### config.mk
export PLATFORM = sky130hd
export DESIGN_NAME = memory_game_top
export DESIGN_NICKNAME = d
export VERILOG_FILES = /design/src/memgame_pkg.sv /design/src/lfsr_random.sv /design/src/pos_generator.sv /design/src/pair_judge.sv /design/src/memory_game_top.sv
export VERILOG_INCLUDE_DIRS = /design/src
export SDC_FILE = /design/constraint.sdc
export NUM_CORES = 1
export LEC_CHECK = 0
export BUFFER_PORTS_ARGS = -buffer_cell sky130_fd_sc_hd__buf_2
export CORE_ASPECT_RATIO = 1.1
export CORE_MARGIN = 2
export CORE_UTILIZATION = 57
export CTS_CLUSTER_SIZE = 24
export DETAILED_ROUTE_END_ITERATION = 10
export PLACE_DENSITY = 0.81
export SYNTH_ARGS = -nofsm -noshare
export SYNTH_HDL_FRONTEND = slang
export SYNTH_SLANG_ARGS = --single-unit
export TNS_END_PERCENT = 1
### constraint.sdc
create_clock -name clk -period 3.45 [get_ports clk]
set_clock_uncertainty 0.1 [all_clocks]
set_input_delay 0.1725 -clock clk [delete_from_list [all_inputs] [get_ports clk]]
set_output_delay 0.1725 -clock clk [all_outputs]
set_load 0.01 [all_outputs]
### src/memgame_params.svh
`ifndef MEMGAME_PARAMS_SVH
`define MEMGAME_PARAMS_SVH

// Number of face-down slots, eight pairs
`define CARD_COUNT 16

// Card value width, 1 to 16 used, 0 means empty slot
`define CARD_W 5

// Slot index width
`define SLOT_W 4

// LFSR state width
`define RAND_W 16

// Galois tap mask for x^16+x^14+x^13+x^11+1, right-shift form
`define LFSR_TAPS 16'hB400

`endif

### src/memgame_pkg.sv
`include "memgame_params.svh"

package memgame_pkg;

    ////////////////////////////////////////
    // Vector types
    ////////////////////////////////////////

    typedef logic [`CARD_W-1:0] card_t;
    typedef logic [`SLOT_W-1:0] slot_t;
    typedef logic [`RAND_W-1:0] rand_t;

    // Whole deck, slot 15 in the top bits down to slot 0 in bits [4:0]
    typedef struct packed {
        card_t slot_15;
        card_t slot_14;
        card_t slot_13;
        card_t slot_12;
        card_t slot_11;
        card_t slot_10;
        card_t slot_9;
        card_t slot_8;
        card_t slot_7;
        card_t slot_6;
        card_t slot_5;
        card_t slot_4;
        card_t slot_3;
        card_t slot_2;
        card_t slot_1;
        card_t slot_0;
    } deck_t;

    ////////////////////////////////////////
    // State machines
    ////////////////////////////////////////

    typedef enum logic [2:0] {
        DEAL_IDLE,
        DEAL_DRAW,
        DEAL_SCAN,
        DEAL_PLACE,
        DEAL_DONE
    } deal_state_t;

    typedef enum logic [1:0] {
        JUDGE_WAIT_FIRST,
        JUDGE_WAIT_SECOND,
        JUDGE_DECIDE
    } judge_state_t;

    ////////////////////////////////////////
    // Deck access by slot index
    ////////////////////////////////////////

    // Read one card out of the deck
    function automatic card_t deck_card(deck_t d, slot_t s);
        logic [`CARD_COUNT*`CARD_W-1:0] flat;
        flat = d;
        return flat[s*`CARD_W +: `CARD_W];
    endfunction

    // Copy of the deck with one slot replaced
    function automatic deck_t deck_place(deck_t d, slot_t s, card_t c);
        logic [`CARD_COUNT*`CARD_W-1:0] flat;
        flat = d;
        flat[s*`CARD_W +: `CARD_W] = c;
        return deck_t'(flat);
    endfunction

endpackage

### src/lfsr_random.sv
`include "memgame_params.svh"

module lfsr_random
    import memgame_pkg::*;
(
    input  logic  clk,
    input  logic  rst,
    input  logic  load,
    input  rand_t seed,
    input  logic  step,
    output rand_t value
);

    // Next state of the shift register
    rand_t next_value;
    // Seed after zero lock-up fix
    rand_t safe_seed;

    ////////////////////////////////////////
    // Galois feedback
    ////////////////////////////////////////

    // Shift right, fold taps in when the bit shifted out is set
    assign next_value = value[0] ? ((value >> 1) ^ rand_t'(`LFSR_TAPS)) : (value >> 1);

    // All-zero state would never leave zero
    assign safe_seed = (seed == '0) ? rand_t'(1) : seed;

    always_ff @(posedge clk)
    begin
        if (rst)
        begin
            value <= rand_t'(1);
        end
        // Load wins over step
        else if (load)
        begin
            value <= safe_seed;
        end
        else if (step)
        begin
            value <= next_value;
        end
    end

endmodule

### src/pos_generator.sv
`include "memgame_params.svh"

module pos_generator
    import memgame_pkg::*;
(
    input  logic  clk,
    input  logic  rst,
    input  logic  start,
    input  rand_t rand_value,
    output logic  rand_step,
    output deck_t deck,
    output logic  deck_valid
);

    ////////////////////////////////////////
    // Dealer registers
    ////////////////////////////////////////

    deal_state_t state_q;
    // Deck being built, filled from slot 0 upward
    deck_t deck_q;
    // Number of cards already placed, also the next free slot
    slot_t placed_q;
    // Slot currently compared against the candidate
    slot_t scan_q;

    // Candidate from low bits of the stepped LFSR
    card_t candidate;
    // Card under the scan pointer
    card_t scan_card;
    // Scan pointer on the last placed card
    logic  scan_last;
    // Placing into the final slot
    logic  place_last;

    ////////////////////////////////////////
    // Combinational helpers
    ////////////////////////////////////////

    // LFSR steps at the end of DRAW, so value is fresh in SCAN and PLACE
    // and stays put until the next DRAW
    assign candidate = card_t'(rand_value[`SLOT_W-1:0]) + card_t'(1);

    assign scan_card = deck_card(deck_q, scan_q);
    assign scan_last = (scan_q == slot_t'(placed_q - 1'b1));
    assign place_last = (placed_q == slot_t'(`CARD_COUNT - 1));

    // One LFSR step per draw
    assign rand_step = (state_q == DEAL_DRAW);

    assign deck = deck_q;
    assign deck_valid = (state_q == DEAL_DONE);

    ////////////////////////////////////////
    // Rejection-sampling FSM
    ////////////////////////////////////////

    always_ff @(posedge clk)
    begin
        if (rst)
        begin
            state_q <= DEAL_IDLE;
            deck_q <= '0;
            placed_q <= '0;
            scan_q <= '0;
        end
        // Start from any state restarts the deal with an empty deck
        else if (start)
        begin
            state_q <= DEAL_DRAW;
            deck_q <= '0;
            placed_q <= '0;
            scan_q <= '0;
        end
        else
        begin
            case (state_q)
                DEAL_DRAW:
                begin
                    scan_q <= '0;
                    // Nothing to compare against for the first card
                    if (placed_q == '0)
                    begin
                        state_q <= DEAL_PLACE;
                    end
                    else
                    begin
                        state_q <= DEAL_SCAN;
                    end
                end
                DEAL_SCAN:
                begin
                    // Repeat found, throw it away and draw again
                    if (scan_card == candidate)
                    begin
                        state_q <= DEAL_DRAW;
                    end
                    else if (scan_last)
                    begin
                        state_q <= DEAL_PLACE;
                    end
                    else
                    begin
                        scan_q <= scan_q + 1'b1;
                    end
                end
                DEAL_PLACE:
                begin
                    deck_q <= deck_place(deck_q, placed_q, candidate);
                    if (place_last)
                    begin
                        state_q <= DEAL_DONE;
                    end
                    else
                    begin
                        placed_q <= placed_q + 1'b1;
                        state_q <= DEAL_DRAW;
                    end
                end
                // IDLE waits for start, DONE holds the deck
                default:
                begin
                    state_q <= state_q;
                end
            endcase
        end
    end

endmodule

### src/pair_judge.sv
`include "memgame_params.svh"

module pair_judge
    import memgame_pkg::*;
(
    input  logic                   clk,
    input  logic                   rst,
    input  logic                   start,
    input  deck_t                  deck,
    input  logic                   deck_valid,
    input  logic                   pick,
    input  slot_t                  pick_slot,
    output card_t                  shown,
    output logic                   match,
    output logic                   miss,
    output logic [`CARD_COUNT-1:0] matched_mask,
    output logic                   game_won
);

    judge_state_t state_q;

    // Held picks for the decide cycle
    slot_t first_slot_q;
    card_t first_card_q;
    slot_t second_slot_q;
    card_t second_card_q;

    // Card behind the slot being picked
    card_t pick_card;
    // Pick is legal in either wait state
    logic  pick_ok;
    logic  first_take;
    logic  second_take;
    logic  same_pair;

    ////////////////////////////////////////
    // Pair rule
    ////////////////////////////////////////

    // Cards 2k-1 and 2k share index k-1
    function automatic logic [`CARD_W-2:0] pair_index(card_t c);
        card_t base;
        base = c - card_t'(1);
        return base[`CARD_W-1:1];
    endfunction

    assign pick_card = deck_card(deck, pick_slot);

    // No picks before the deal ends or on cleared slots
    assign pick_ok = pick && deck_valid && !matched_mask[pick_slot];

    assign first_take = pick_ok && (state_q == JUDGE_WAIT_FIRST);
    // Same slot twice does not count as a second pick
    assign second_take = pick_ok && (state_q == JUDGE_WAIT_SECOND)
                         && (pick_slot != first_slot_q);

    assign same_pair = (pair_index(first_card_q) == pair_index(second_card_q));

    // Full mask means all eight pairs found
    assign game_won = &matched_mask;

    ////////////////////////////////////////
    // Control FSM
    ////////////////////////////////////////

    always_ff @(posedge clk)
    begin
        if (rst)
        begin
            state_q <= JUDGE_WAIT_FIRST;
            shown <= '0;
            match <= 1'b0;
            miss <= 1'b0;
            matched_mask <= '0;
        end
        else
        begin
            // Result strobes last one cycle
            match <= 1'b0;
            miss <= 1'b0;
            if (start)
            begin
                // New game clears every pair found so far
                state_q <= JUDGE_WAIT_FIRST;
                matched_mask <= '0;
            end
            else
            begin
                case (state_q)
                    JUDGE_WAIT_FIRST:
                    begin
                        if (first_take)
                        begin
                            shown <= pick_card;
                            state_q <= JUDGE_WAIT_SECOND;
                        end
                    end
                    JUDGE_WAIT_SECOND:
                    begin
                        if (second_take)
                        begin
                            shown <= pick_card;
                            state_q <= JUDGE_DECIDE;
                        end
                    end
                    JUDGE_DECIDE:
                    begin
                        // Picks in this cycle are dropped
                        if (same_pair)
                        begin
                            match <= 1'b1;
                            matched_mask[first_slot_q] <= 1'b1;
                            matched_mask[second_slot_q] <= 1'b1;
                        end
                        else
                        begin
                            miss <= 1'b1;
                        end
                        state_q <= JUDGE_WAIT_FIRST;
                    end
                    default:
                    begin
                        state_q <= JUDGE_WAIT_FIRST;
                    end
                endcase
            end
        end
    end

    // Pick payload registers
    always_ff @(posedge clk)
    begin
        if (first_take)
        begin
            first_slot_q <= pick_slot;
            first_card_q <= pick_card;
        end
        if (second_take)
        begin
            second_slot_q <= pick_slot;
            second_card_q <= pick_card;
        end
    end

endmodule

### src/memory_game_top.sv
`include "memgame_params.svh"

module memory_game_top
    import memgame_pkg::*;
(
    input  logic                   clk,
    input  logic                   rst,
    input  logic                   start,
    input  rand_t                  seed,
    input  logic                   pick,
    input  slot_t                  pick_slot,
    output deck_t                  deck,
    output logic                   deck_valid,
    output card_t                  shown,
    output logic                   match,
    output logic                   miss,
    output logic [`CARD_COUNT-1:0] matched_mask,
    output logic                   game_won
);

    // Dealer to LFSR
    logic  rand_step;
    // LFSR to dealer
    rand_t rand_value;

    ////////////////////////////////////////
    // Random source, seeded on start
    ////////////////////////////////////////

    lfsr_random u_lfsr (
        .clk   (clk),
        .rst   (rst),
        .load  (start),
        .seed  (seed),
        .step  (rand_step),
        .value (rand_value)
    );

    // Dealer builds the shuffled deck
    pos_generator u_dealer (
        .clk        (clk),
        .rst        (rst),
        .start      (start),
        .rand_value (rand_value),
        .rand_step  (rand_step),
        .deck       (deck),
        .deck_valid (deck_valid)
    );

    // Judge plays against the dealt deck
    pair_judge u_judge (
        .clk          (clk),
        .rst          (rst),
        .start        (start),
        .deck         (deck),
        .deck_valid   (deck_valid),
        .pick         (pick),
        .pick_slot    (pick_slot),
        .shown        (shown),
        .match        (match),
        .miss         (miss),
        .matched_mask (matched_mask),
        .game_won     (game_won)
    );

endmodule

==> results of run 1 <==
worst paths after layout:
path / from / end / slack, ps / cells after the start
setup reg to reg: u_dealer.scan_q[2] / u_dealer.scan_q[3] / 680 / 8
setup / recovery: u_dealer.scan_q[2] / u_dealer.scan_q[3] / 680 / 8
hold / removal: seed[0] / u_lfsr.value[0] / 20 / 5
hold reg to reg: u_judge.state_q[1] / u_judge.state_q[0] / 390 / 1
Yosys cell counts (5+ instances only):
| master | count | share of area [%] |
|---|---|---|
| a21oi_1 | 27 | 1.7 |
| dfxtp_1 | 132 | 34 |
| ha_1 | 10 | 1.6 |
| inv_1 | 13 | 0.62 |
| a22oi_1 | 11 | 1.1 |
| a31oi_1 | 9 | 0.72 |
| buf_2 | 6 | 0.38 |
| edfxtp_1 | 18 | 6.9 |
| mux2i_1 | 98 | 12 |
| xor2_1 | 10 | 1.1 |
| a211oi_1 | 8 | 0.77 |
| nand4_1 | 7 | 0.56 |
| nor3_1 | 20 | 1.3 |
| nand3_1 | 6 | 0.38 |
| nor2b_1 | 22 | 1.8 |
| mux4_2 | 47 | 13 |
| o21ai_0 | 19 | 1.2 |
| nor2_1 | 167 | 8.0 |
| nand2_1 | 41 | 2.0 |
| nor4_1 | 5 | 0.40 |
| clkbuf_1 | 37 | 1.8 |
| xnor2_1 | 24 | 2.7 |
| nand2b_1 | 5 | 0.40 |
per-layer routing:
layer / up-vias / global-route usage (%) / routed length [um]
li1: 3119 / - / -
met1: 3301 / 40.9 / 8810
met2: 419 / 50.7 / 11000
met3: 71 / 6.36 / 2070
met4: 0 / 13.5 / 805
met5: - / 0 / 0
per-stage QoR:
stage	instance area, um2	util (%)	power, mW	setup WS (ps)
2_1_floorplan	7850	-	1.98	736
3_3_place_gp	8720	65.5	2.04	764
3_5_place_dp	8720	65.5	2.04	714
4_1_cts	9460	71.0	3.87	707
5_1_grt	9460	71.0	3.96	452
6_report	9460	71.0	3.86	680
cells by family (layout without fill, tap and decap cells):
logic type | Yosys count | in the layout | synth area share [%]
DFF | 150 | 150 | 40.5
and+or+nand+nor | 292 | 292 | 16.6
AOI/OAI and AO/OA | 92 | 92 | 7.68
adders and majority gates | 10 | 10 | 1.59
buffers and inverters | 60 | 216 | 3.16
xor gates and xnor gates | 34 | 34 | 3.79
muxes | 147 | 147 | 26.6
area by class of cell:
class,instances,area [um2]
multi-input combinational,575,4420
fill,1029,3860
sequential,150,3180
timing repair buffer,171,1000
clock buffer,21,440
tap,184,230
clock inverter,11,133
inverter,13,48.8
power breakdown:
part           switching, mW  internal (mW)
sequential            0.0123           1.78
clock                  0.715           1.12
combinational          0.140         0.0936
sequential cells by signal, summed over array words and instances, names as in the netlist, 5 cells and up:
| signal | flops |
|---|---|
| u_dealer.deck | 80 |
| u_judge.first_card_q | 5 |
| u_judge.matched_mask | 16 |
| u_judge.second_card_q | 5 |
| u_judge.shown | 5 |
| u_lfsr.value | 16 |
worst min-delay path: cells and delay by family:
family	cells	cell delay [ps]
buffers and inverters	1	90
AND/OR/NAND/NOR	2	120
AO/OA/AOI/OAI	2	120
==> run metrics, run 1 <==
site row count between 40 and 50; post-route DRC violation count 0; post-DP HPWL around 16 mm; final setup violation count 0; Buf+Inv Stages, Crit Path 1; CTS H-tree lvls 4; grt ovf 0; Initial Util just under 60%; CP delay by family, top compound AO/OA/AOI/OAI gates; Tcrit/Tclk final between 80% and 90%; Crit path arrival time 3000 ps; vias in the first global route between 6k and 7k; Required @ worst endpoint approximately 3700 ps; WL per Instance between 20 and 25 um; Die Ht between 100 and 150 um; Achievable Freq 361 MHz; placed insts 1,077; GPL Wtd Cong a little under 1; crit path max-delay cell type dfxtp_1; crit path launch type flip-flop; setup tns final 0 ps; CTS Buf Count 17; worst-path fanout max 16; post-synthesis sequential area ratio approximately 41%; Clock Sinks 150; Hold-fix buffers, CTS 16; synthesized area per cell 10.0 um2; Post-synth EDFFs 18; #FFs+latches synth 150; Setup Fix Bufs, Post-CTS 0; Area growth, synth to finish 20.5%; most common cell after layout, fill and taps aside nor2_1; Core ar. about 13,000 um2; min Tclk post-route 2770 ps; Hold WS roughly 18 ps; PwrDens between 400 and 500 nW/um2; clk slew on worst S/H paths 60 ps; Worst-Skew Late Latency 430 ps; cell count after synthesis between 700 and 800; NumNets Final between 900 and 1k; VDD IR-drop max 323 uV; Longest Clk Path Bufs 2; antenna viol nets, final 0; die area around 15,000 um2; status complete, no violations; DRT iter0 DRCs ~660; die width approximately 120 um; largest net degree at the start of global routing 39; antenna violations before repair 0; WL final 22.7 mm; max-slew violation count 0; via/cell ratio 6.14; io pins roughly 130; first-pass GRT wire length 35.3 mm; Critical Path Sink Type flip-flop; main flop type after synthesis dfxtp_1; Lkg Pwr 3.63 nW; number of port buffers between 100 and 150; Cell Chain, Critical Path buf_4 -> nand2_1 -> a211oi_1 -> o31ai_1 -> a211o_1 -> a2111oi_4 -> o311ai_1 -> o41ai_1; critical path class reg2reg; Slew HR a little under half; commonest cells after routing, fill and taps aside 167 x nor2_1, 132 x dfxtp_1, 128 x buf_2; layout cells sized above 1 about a quarter; CTS Root Buffer Type clkbuf_16; First-pass DRT Iterations 5; cell area after synthesis around 7900 um2; Layout Cells excl Fill roughly 1.1k; Worst path max stage delay just over 600 ps; async set or reset register ratio after synthesis 0%; post-synth net total 819; RSZ-0062 raised after global routing no; Slew @ Worst Pin roughly 790 ps; yosys warns 0; gr usage total 31.3%; MaxCap Viol Count 0; class of the worst hold path in2reg; PostCTS Resize Cnt 0; via count approximately 6.9k; Cell variety after synth 52; ant diodes 0; CTS tree built; Hold Violations, Final 0
(Power assumes the default switching activity.)
==> run 2: changes to the inputs <==
--- a/config.mk
+++ b/config.mk
@@ -6,13 +6,14 @@
 export SDC_FILE = /design/constraint.sdc
 export NUM_CORES = 1
 export LEC_CHECK = 0
+export ABC_AREA = 1
 export BUFFER_PORTS_ARGS = -buffer_cell sky130_fd_sc_hd__buf_2
 export CORE_ASPECT_RATIO = 1.1
 export CORE_MARGIN = 2
 export CORE_UTILIZATION = 57
 export CTS_CLUSTER_SIZE = 24
 export DETAILED_ROUTE_END_ITERATION = 10
-export PLACE_DENSITY = 0.81
+export PLACE_DENSITY = 0.8
 export SYNTH_ARGS = -nofsm -noshare
 export SYNTH_HDL_FRONTEND = slang
 export SYNTH_SLANG_ARGS = --single-unit
==> constraint.sdc (replaced) <==
create_clock -name clk -period 2.6 [get_ports clk]
set_clock_uncertainty 0.1 [all_clocks]
set_input_delay 0.13 -clock clk [delete_from_list [all_inputs] [get_ports clk]]
set_output_delay 0.13 -clock clk [all_outputs]
set_load 0.01 [all_outputs]
==> run metrics, run 2 <==
CTS H-tree lvls 4 (unchanged); Area growth, synth to finish 20.8% (was 20.5%); Slew @ Worst Pin 813 ps (was 788 ps); post-synth net total 1,160 (was 819); WL per Instance 18.5 um (was 20.1 um); setup tns final 0 ps (unchanged); via count 8,857 (was 6,910); Crit path top cell by count inv_1; worst slack, placed 343 ps (was 714 ps); First-pass DRT Iterations 6 (was 5); Hold EP u_lfsr.value[6] (was u_lfsr.value[0]); yosys warns 0 (unchanged); die width 117 um (was 116 um); synth cell count leaders 167 x nand2_1, 154 x o21ai_0, 134 x a21oi_1 (was 167 x nor2_1, 132 x dfxtp_1, 98 x mux2i_1); ant diodes 0 (unchanged); WL final 27.1 mm (was 22.7 mm); CTS tree built (unchanged); most common cell after layout, fill and taps aside nand2_1 (was nor2_1); worst reg-to-reg setup slack 220 ps (was 680 ps); status complete, no violations (unchanged); Slew HR 45.8% (was 47.5%); Net Switching 1.36 mW (was 868 uW); site row count 45 (was 44); count leader, synth nand2_1 (was nor2_1); Buf+Inv Stages, Crit Path 3 (was 1); post-synthesis sequential area ratio 39.7% (was 40.5%); R2R depth 9 (was 8); CTS Root Buffer Type clkbuf_16 (unchanged); worst-path fanout max 10 (was 16); final setup violation count 0 (unchanged); largest area contributor in the netlist dfxtp_1 (unchanged); antenna viol nets, final 0 (unchanged); commonest cells after routing, fill and taps aside 167 x nand2_1, 154 x o21ai_0, 134 x a21oi_1 (was 167 x nor2_1, 132 x dfxtp_1, 128 x buf_2); antenna violations before repair 0 (unchanged); Achievable Freq 421 MHz (was 361 MHz); WHS Path Cells 3 (was 5); MaxCap Viol Count 0 (unchanged); ranking of synthesized cells by area dfxtp_1 33%, o21ai_0 9.6%, a21oi_1 8.4% (was dfxtp_1 34%, mux4_2 13%, mux2i_1 12%); synthesized area per cell 7.12 um2 (was 10.0 um2); first-pass GRT wire length 42.5 mm (was 35.3 mm); die area 15,000 um2 (was 14,700 um2); post-DP HPWL 19.6 mm (was 15.9 mm); Critical R2R Launch u_dealer.placed_q[1] (was u_dealer.scan_q[2]); #FFs+latches synth 150 (unchanged); Cell Chain, Critical Path inv_1 -> ha_1 -> xnor2_1 -> inv_1 -> nor2_1 -> inv_1 -> nor2_2 -> o21ai_0 -> a21oi_1 (was buf_4 -> nand2_1 -> a211oi_1 -> o31ai_1 -> a211o_1 -> a2111oi_4 -> o311ai_1 -> o41ai_1); Crit path arrival time 2640 ps (was 3000 ps); critical path class reg2reg (unchanged); cell count after synthesis 1,126 (was 785); layout cells sized above 1 16.8% (was 24.9%); final setup margin 222 ps (was 680 ps); Initial Util 58.1% (was 58.9%); async set or reset register ratio after synthesis 0% (unchanged); Hold Violations, Final 0 (unchanged); max-slew violation count 0 (unchanged); number of port buffers 128 (unchanged); sequential share of power 43.3% (was 46.3%); class of the worst hold path in2reg (unchanged); min Tclk post-route 2380 ps (was 2770 ps); largest net degree at the start of global routing 49 (was 39); clk slew on worst S/H paths 60 ps (about the same); NumNets Final 1,299 (was 962); RSZ-0062 raised after global routing no (unchanged); CP delay by family, top buffers and inverters (was compound AO/OA/AOI/OAI gates); vias in the first global route 8,085 (was 6,558); grt ovf 0 (unchanged); cell area after synthesis 8020 um2 (was 7850 um2); Combinational Power Share 9.6% (was 6.0%); switching share of total power 24.5% (was 22.5%); Clock Sinks 150 (unchanged); hold_sp start (was seed[0]); via/cell ratio 6.04 (was 6.14); Die Ht 128 um (was 127 um); r2r endpoint u_dealer.deck[18] (was u_dealer.scan_q[3]); crit path max-delay cell type dfxtp_1 (unchanged); Lkg Pwr 4.05 nW (was 3.63 nW); Pint 4.19 mW (was 3.00 mW); main flop type after synthesis dfxtp_1 (unchanged); Required @ worst endpoint 2860 ps (was 3680 ps); Core ar. 13,800 um2 (was 13,300 um2); flip-flop count of the largest register after layout 80 (unchanged); gr usage total 37.0% (was 31.3%); DRT iter0 DRCs 1,281 (was 658); CTS Buf Count 17 (unchanged); clock power share 47.1% (was 47.6%); fillcell total 1,159 (was 1,029); Worst-Skew Late Latency 440 ps (was 430 ps); Longest Clk Path Bufs 2 (unchanged); post-route DRC violation count 0 (unchanged); top cell type's share of synthesized area 33.0% (was 33.7%); PwrDens 573 nW/um2 (was 409 nW/um2); Worst path max stage delay 440 ps (was 610 ps); Critical Path Sink Type flip-flop (unchanged); Post-synth EDFFs 18 (unchanged); Tcrit/Tclk final 91.4% (was 80.3%); GPL Wtd Cong 1.03 (was 0.966); crit path launch type flip-flop (unchanged); Cell variety after synth 43 (was 52); VDD IR-drop max 506 uV (was 323 uV); io pins 129 (unchanged)
[run 2: layer usage]
layer / routed length, um / GRT usage [%]
met5: 0 / 0
met4: 1310 / 19.4
met3: 2530 / 7.40
met2: 12900 / 59.7
met1: 10400 / 46.6
[run 2: kinds of logic after synthesis]
family	after synthesis	share of synthesized area, %
AND/OR/NAND/NOR	395	22.1
AO/OA/AOI/OAI	361	24.7
adder cells (fa/ha/maj)	10	1.56
flip-flops	150	39.7
XOR/XNOR	18	2.20
buffers and inverters	192	9.75
[run 2: tightest hold or removal path: stages]
cell and delay, ps:
buf_2 220, nand2_1 100, a31oi_1 70
[run 2: final cells by class]
class,instances,area [um2],area share (%)
clock buffer,23,490,5.06
inverter,136,510,5.27
multi-input combinational,784,4060,41.9
clock inverter,9,139,1.43
timing repair buffer,176,1070,11.0
sequential,150,3180,32.9
tap,188,235,2.43
[run 2: what timing repair did]
action	4_1_cts	5_1_grt
gates resized for setup	0	2
endpoints found under the hold margin	25	0
hold buffers	21	0
setup endpoints to repair	0	2
buffers inserted	0	0
[run 2: through the flow]
step                utilization [%]  instance area (um2)  instances  power (mW)  hold WS [ps]
CTS                            70.2                 9690       1466        5.54          21.2
finish                         70.2                 9690       1466        5.55          41.5
global route                   70.2                 9690       1466        5.72          75.7
detailed placement             64.1                 8850       1413        2.93           317
global placement               64.1                 8850       1413        2.93           317
floorplan                         -                 8020       1126        2.80           129
[run 2: power groups by stage]
| stage | combinational, mW | sequential [mW] | clock, mW |
|---|---|---|---|
| global route | 0.589 | 2.41 | 2.72 |
| floorplan | 0.352 | 2.45 | 0 |
| detailed placement | 0.481 | 2.45 | 0 |
| global placement | 0.478 | 2.45 | 0 |
| finish | 0.534 | 2.40 | 2.61 |
| CTS | 0.511 | 2.40 | 2.62 |
[run 2: how the worst max path moves through the flow]
| stage | from | endpoint | slack (ps) | cells after the start |
|---|---|---|---|---|
| after floorplan | u_dealer.placed_q[0] | u_dealer.scan_q[2] | 100 | 17 |
| after global placement | u_dealer.scan_q[0] | u_dealer.scan_q[0] | 380 | 15 |
| after detailed placement | u_dealer.scan_q[0] | u_dealer.scan_q[0] | 340 | 15 |
| after CTS | u_dealer.placed_q[1] | u_dealer.deck[18] | 270 | 9 |
| after global routing | u_dealer.scan_q[0] | u_dealer.scan_q[2] | 20 | 16 |
| final | u_dealer.placed_q[1] | u_dealer.deck[18] | 220 | 9 |
==> run 3: changes to the inputs <==
--- a/config.mk
+++ b/config.mk
@@ -7,8 +7,8 @@
 export NUM_CORES = 1
 export LEC_CHECK = 0
 export ABC_AREA = 1
+export ABC_CLOCK_PERIOD_IN_PS = 2600
 export BUFFER_PORTS_ARGS = -buffer_cell sky130_fd_sc_hd__buf_2
-export CORE_ASPECT_RATIO = 1.1
 export CORE_MARGIN = 2
 export CORE_UTILIZATION = 57
 export CTS_CLUSTER_SIZE = 24
==> run metrics, run 3 (synthesized netlist as in run 2, its figures left out) <==
status complete, no violations (unchanged); die area 15,000 um2 (about the same); Clock Sinks 150 (unchanged); First-pass DRT Iterations 7 (was 6); VDD IR-drop max 421 uV (was 506 uV); Area growth, synth to finish 20.4% (was 20.8%); Layout Cells excl Fill 1,453 (was 1,466); final setup violation count 0 (unchanged); commonest cells after routing, fill and taps aside 167 x nand2_1, 154 x o21ai_0, 134 x a21oi_1 (unchanged); Crit path arrival time 2620 ps (was 2640 ps); Hold EP u_judge.second_slot_q[2] (was u_lfsr.value[6]); placed insts 1,401 (was 1,413); Initial Util 58.0% (was 58.1%); Slew HR 49.4% (was 45.8%); Buf+Inv Stages, Crit Path 4 (was 3); max-slew violation count 0 (unchanged); first-pass GRT wire length 40.6 mm (was 42.5 mm); hold_sp pick_slot[2] (was start); NumNets Final 1,294 (was 1,299); MaxCap Viol Count 0 (unchanged); gr usage total 35.0% (was 37.0%); Longest Clk Path Bufs 2 (unchanged); CP delay by family, top simple AND/OR/NAND/NOR gates (was buffers and inverters); Die Ht 123 um (was 128 um); Achievable Freq 423 MHz (was 421 MHz); Tcrit/Tclk final 91.0% (was 91.4%); Worst path max stage delay 490 ps (was 440 ps); grt ovf 0 (unchanged); most common cell after layout, fill and taps aside nand2_1 (unchanged); CTS Root Buffer Type clkbuf_16 (unchanged); worst reg-to-reg setup slack 230 ps (was 220 ps); DRT iter0 DRCs 1,226 (was 1,281); Hold WS 28.1 ps (was 41.5 ps); die width 123 um (was 117 um); via count 8,745 (was 8,857); Cell Chain, Critical Path inv_1 -> ha_1 -> nand3_1 -> inv_1 -> nor2_1 -> inv_1 -> nor3_1 -> inv_1 -> a21oi_1 (was inv_1 -> ha_1 -> xnor2_1 -> inv_1 -> nor2_1 -> inv_1 -> nor2_2 -> o21ai_0 -> a21oi_1); worst-path fanout max 7 (was 10); R2R depth 9 (unchanged); WL per Instance 17.9 um (was 18.5 um); crit path launch type flip-flop (unchanged); Crit path top cell by count inv_1 (unchanged); WL final 26.0 mm (was 27.1 mm); class of the worst hold path in2reg (unchanged); WHS Path Cells 1 (was 3); min Tclk post-route 2370 ps (was 2380 ps); CTS Buf Count 17 (unchanged); Worst-Skew Late Latency 430 ps (was 440 ps); RSZ-0062 raised after global routing no (unchanged); r2r endpoint u_dealer.deck[15] (was u_dealer.deck[18]); layout cells sized above 1 16.9% (was 16.8%); PwrDens 580 nW/um2 (was 573 nW/um2); crit path max-delay cell type nor3_1 (was dfxtp_1); Critical R2R Launch u_dealer.placed_q[1] (unchanged); vias in the first global route 7,696 (was 8,085); fillcell total 1,135 (was 1,159); post-DP HPWL 18.4 mm (was 19.6 mm); via/cell ratio 6.02 (was 6.04); number of port buffers 128 (unchanged); Critical Path Sink Type flip-flop (unchanged); Core ar. 13,800 um2 (about the same); post-layout instance area 9650 um2 (was 9690 um2); CTS H-tree lvls 4 (unchanged); site row count 43 (was 45); post-route DRC violation count 0 (unchanged); flip-flop count of the largest register after layout 80 (unchanged); Hold Violations, Final 0 (unchanged); clk slew on worst S/H paths 60 ps (about the same); antenna violations before repair 0 (unchanged); GPL Wtd Cong 1.03 (about the same); Lkg Pwr 4.04 nW (was 4.05 nW); io pins 129 (unchanged); largest net degree at the start of global routing 57 (was 49); Required @ worst endpoint 2860 ps (about the same); CTS tree built (unchanged); cell area after placement 8810 um2 (was 8850 um2); antenna viol nets, final 0 (unchanged); ant diodes 0 (unchanged); Slew @ Worst Pin 758 ps (was 813 ps); setup tns final 0 ps (unchanged); critical path class reg2reg (unchanged)
## run 3: cell count changes in the layout (fill, tap and decap cells not counted), moves of 2 or more
cell / before / now
a2111oi_0: 1 / 3
a2111oi_1: 2 / 0
buf_4: 26 / 22
clkbuf_1: 4 / 1
clkbuf_8: 0 / 2
clkinv_2: 1 / 3
clkinv_4: 4 / 2
## run 3: layer usage
| layer | vias up | GRT usage (%) | share of wire [%] |
|---|---|---|---|
| li1 | 4132 | - | - |
| met1 | 3939 | 47.2 | 41 |
| met2 | 597 | 54.4 | 45 |
| met3 | 77 | 7.90 | 11 |
| met4 | 0 | 13.8 | 3.6 |
| met5 | - | 0 | 0 |
## run 3: final cells by class
cell class / instances / area [um2] / area share [%]
sequential: 150 / 3190 / 33.0
clock buffer: 22 / 507 / 5.25
timing repair buffer: 171 / 1030 / 10.6
multi-input combinational: 784 / 4060 / 42.1
clock inverter: 10 / 138 / 1.43
tap: 180 / 225 / 2.33
inverter: 136 / 510 / 5.29
## run 3: where the power goes
group | switching, mW | total [mW] | internal (mW)
clock | 0.980 | 2.66 | 1.68
combinational | 0.351 | 0.533 | 0.181
sequential | 0.0280 | 2.40 | 2.38
total | 1.36 | 5.59 | 4.23
## run 3: worst max path at each step
stage | start | endpoint | slack, ps | cells after the start
final | u_dealer.placed_q[1] | u_dealer.deck[15] | 230 | 9
after detailed placement | u_dealer.placed_q[1] | u_dealer.scan_q[2] | 250 | 13
after global placement | u_dealer.placed_q[1] | u_dealer.scan_q[2] | 390 | 14
after global routing | u_dealer.state_q[0] | u_lfsr.value[14] | 60 | 9
after CTS | u_dealer.placed_q[1] | u_dealer.scan_q[2] | 240 | 14
after floorplan | u_dealer.placed_q[0] | u_dealer.scan_q[2] | 100 | 17
## run 3: what timing repair did
action                                 in CTS  in global routing
gates resized for setup                     0                  1
hold buffers                               20                  0
endpoints found under the hold margin      24                  0
setup buffers                               0                  0
setup endpoints to repair                   0                  2
## run 3: worst register-to-register path: stages (launching register included)
cell and delay, ps:
dfxtp_2 390, inv_1 110, ha_1 220, nand3_1 110, inv_1 110, nor2_1 270, inv_1 160, nor3_1 490
inv_1 170, a21oi_1 170
## run 3: metrics by stage
stage	total power, mW	setup slack, ps	utilization, %
2_1_floorplan	2.80	97.6	-
3_3_place_gp	2.93	386	63.7
3_5_place_dp	2.94	251	63.7
4_1_cts	5.59	239	69.8
5_1_grt	5.77	59.7	69.8
6_report	5.59	235	69.8
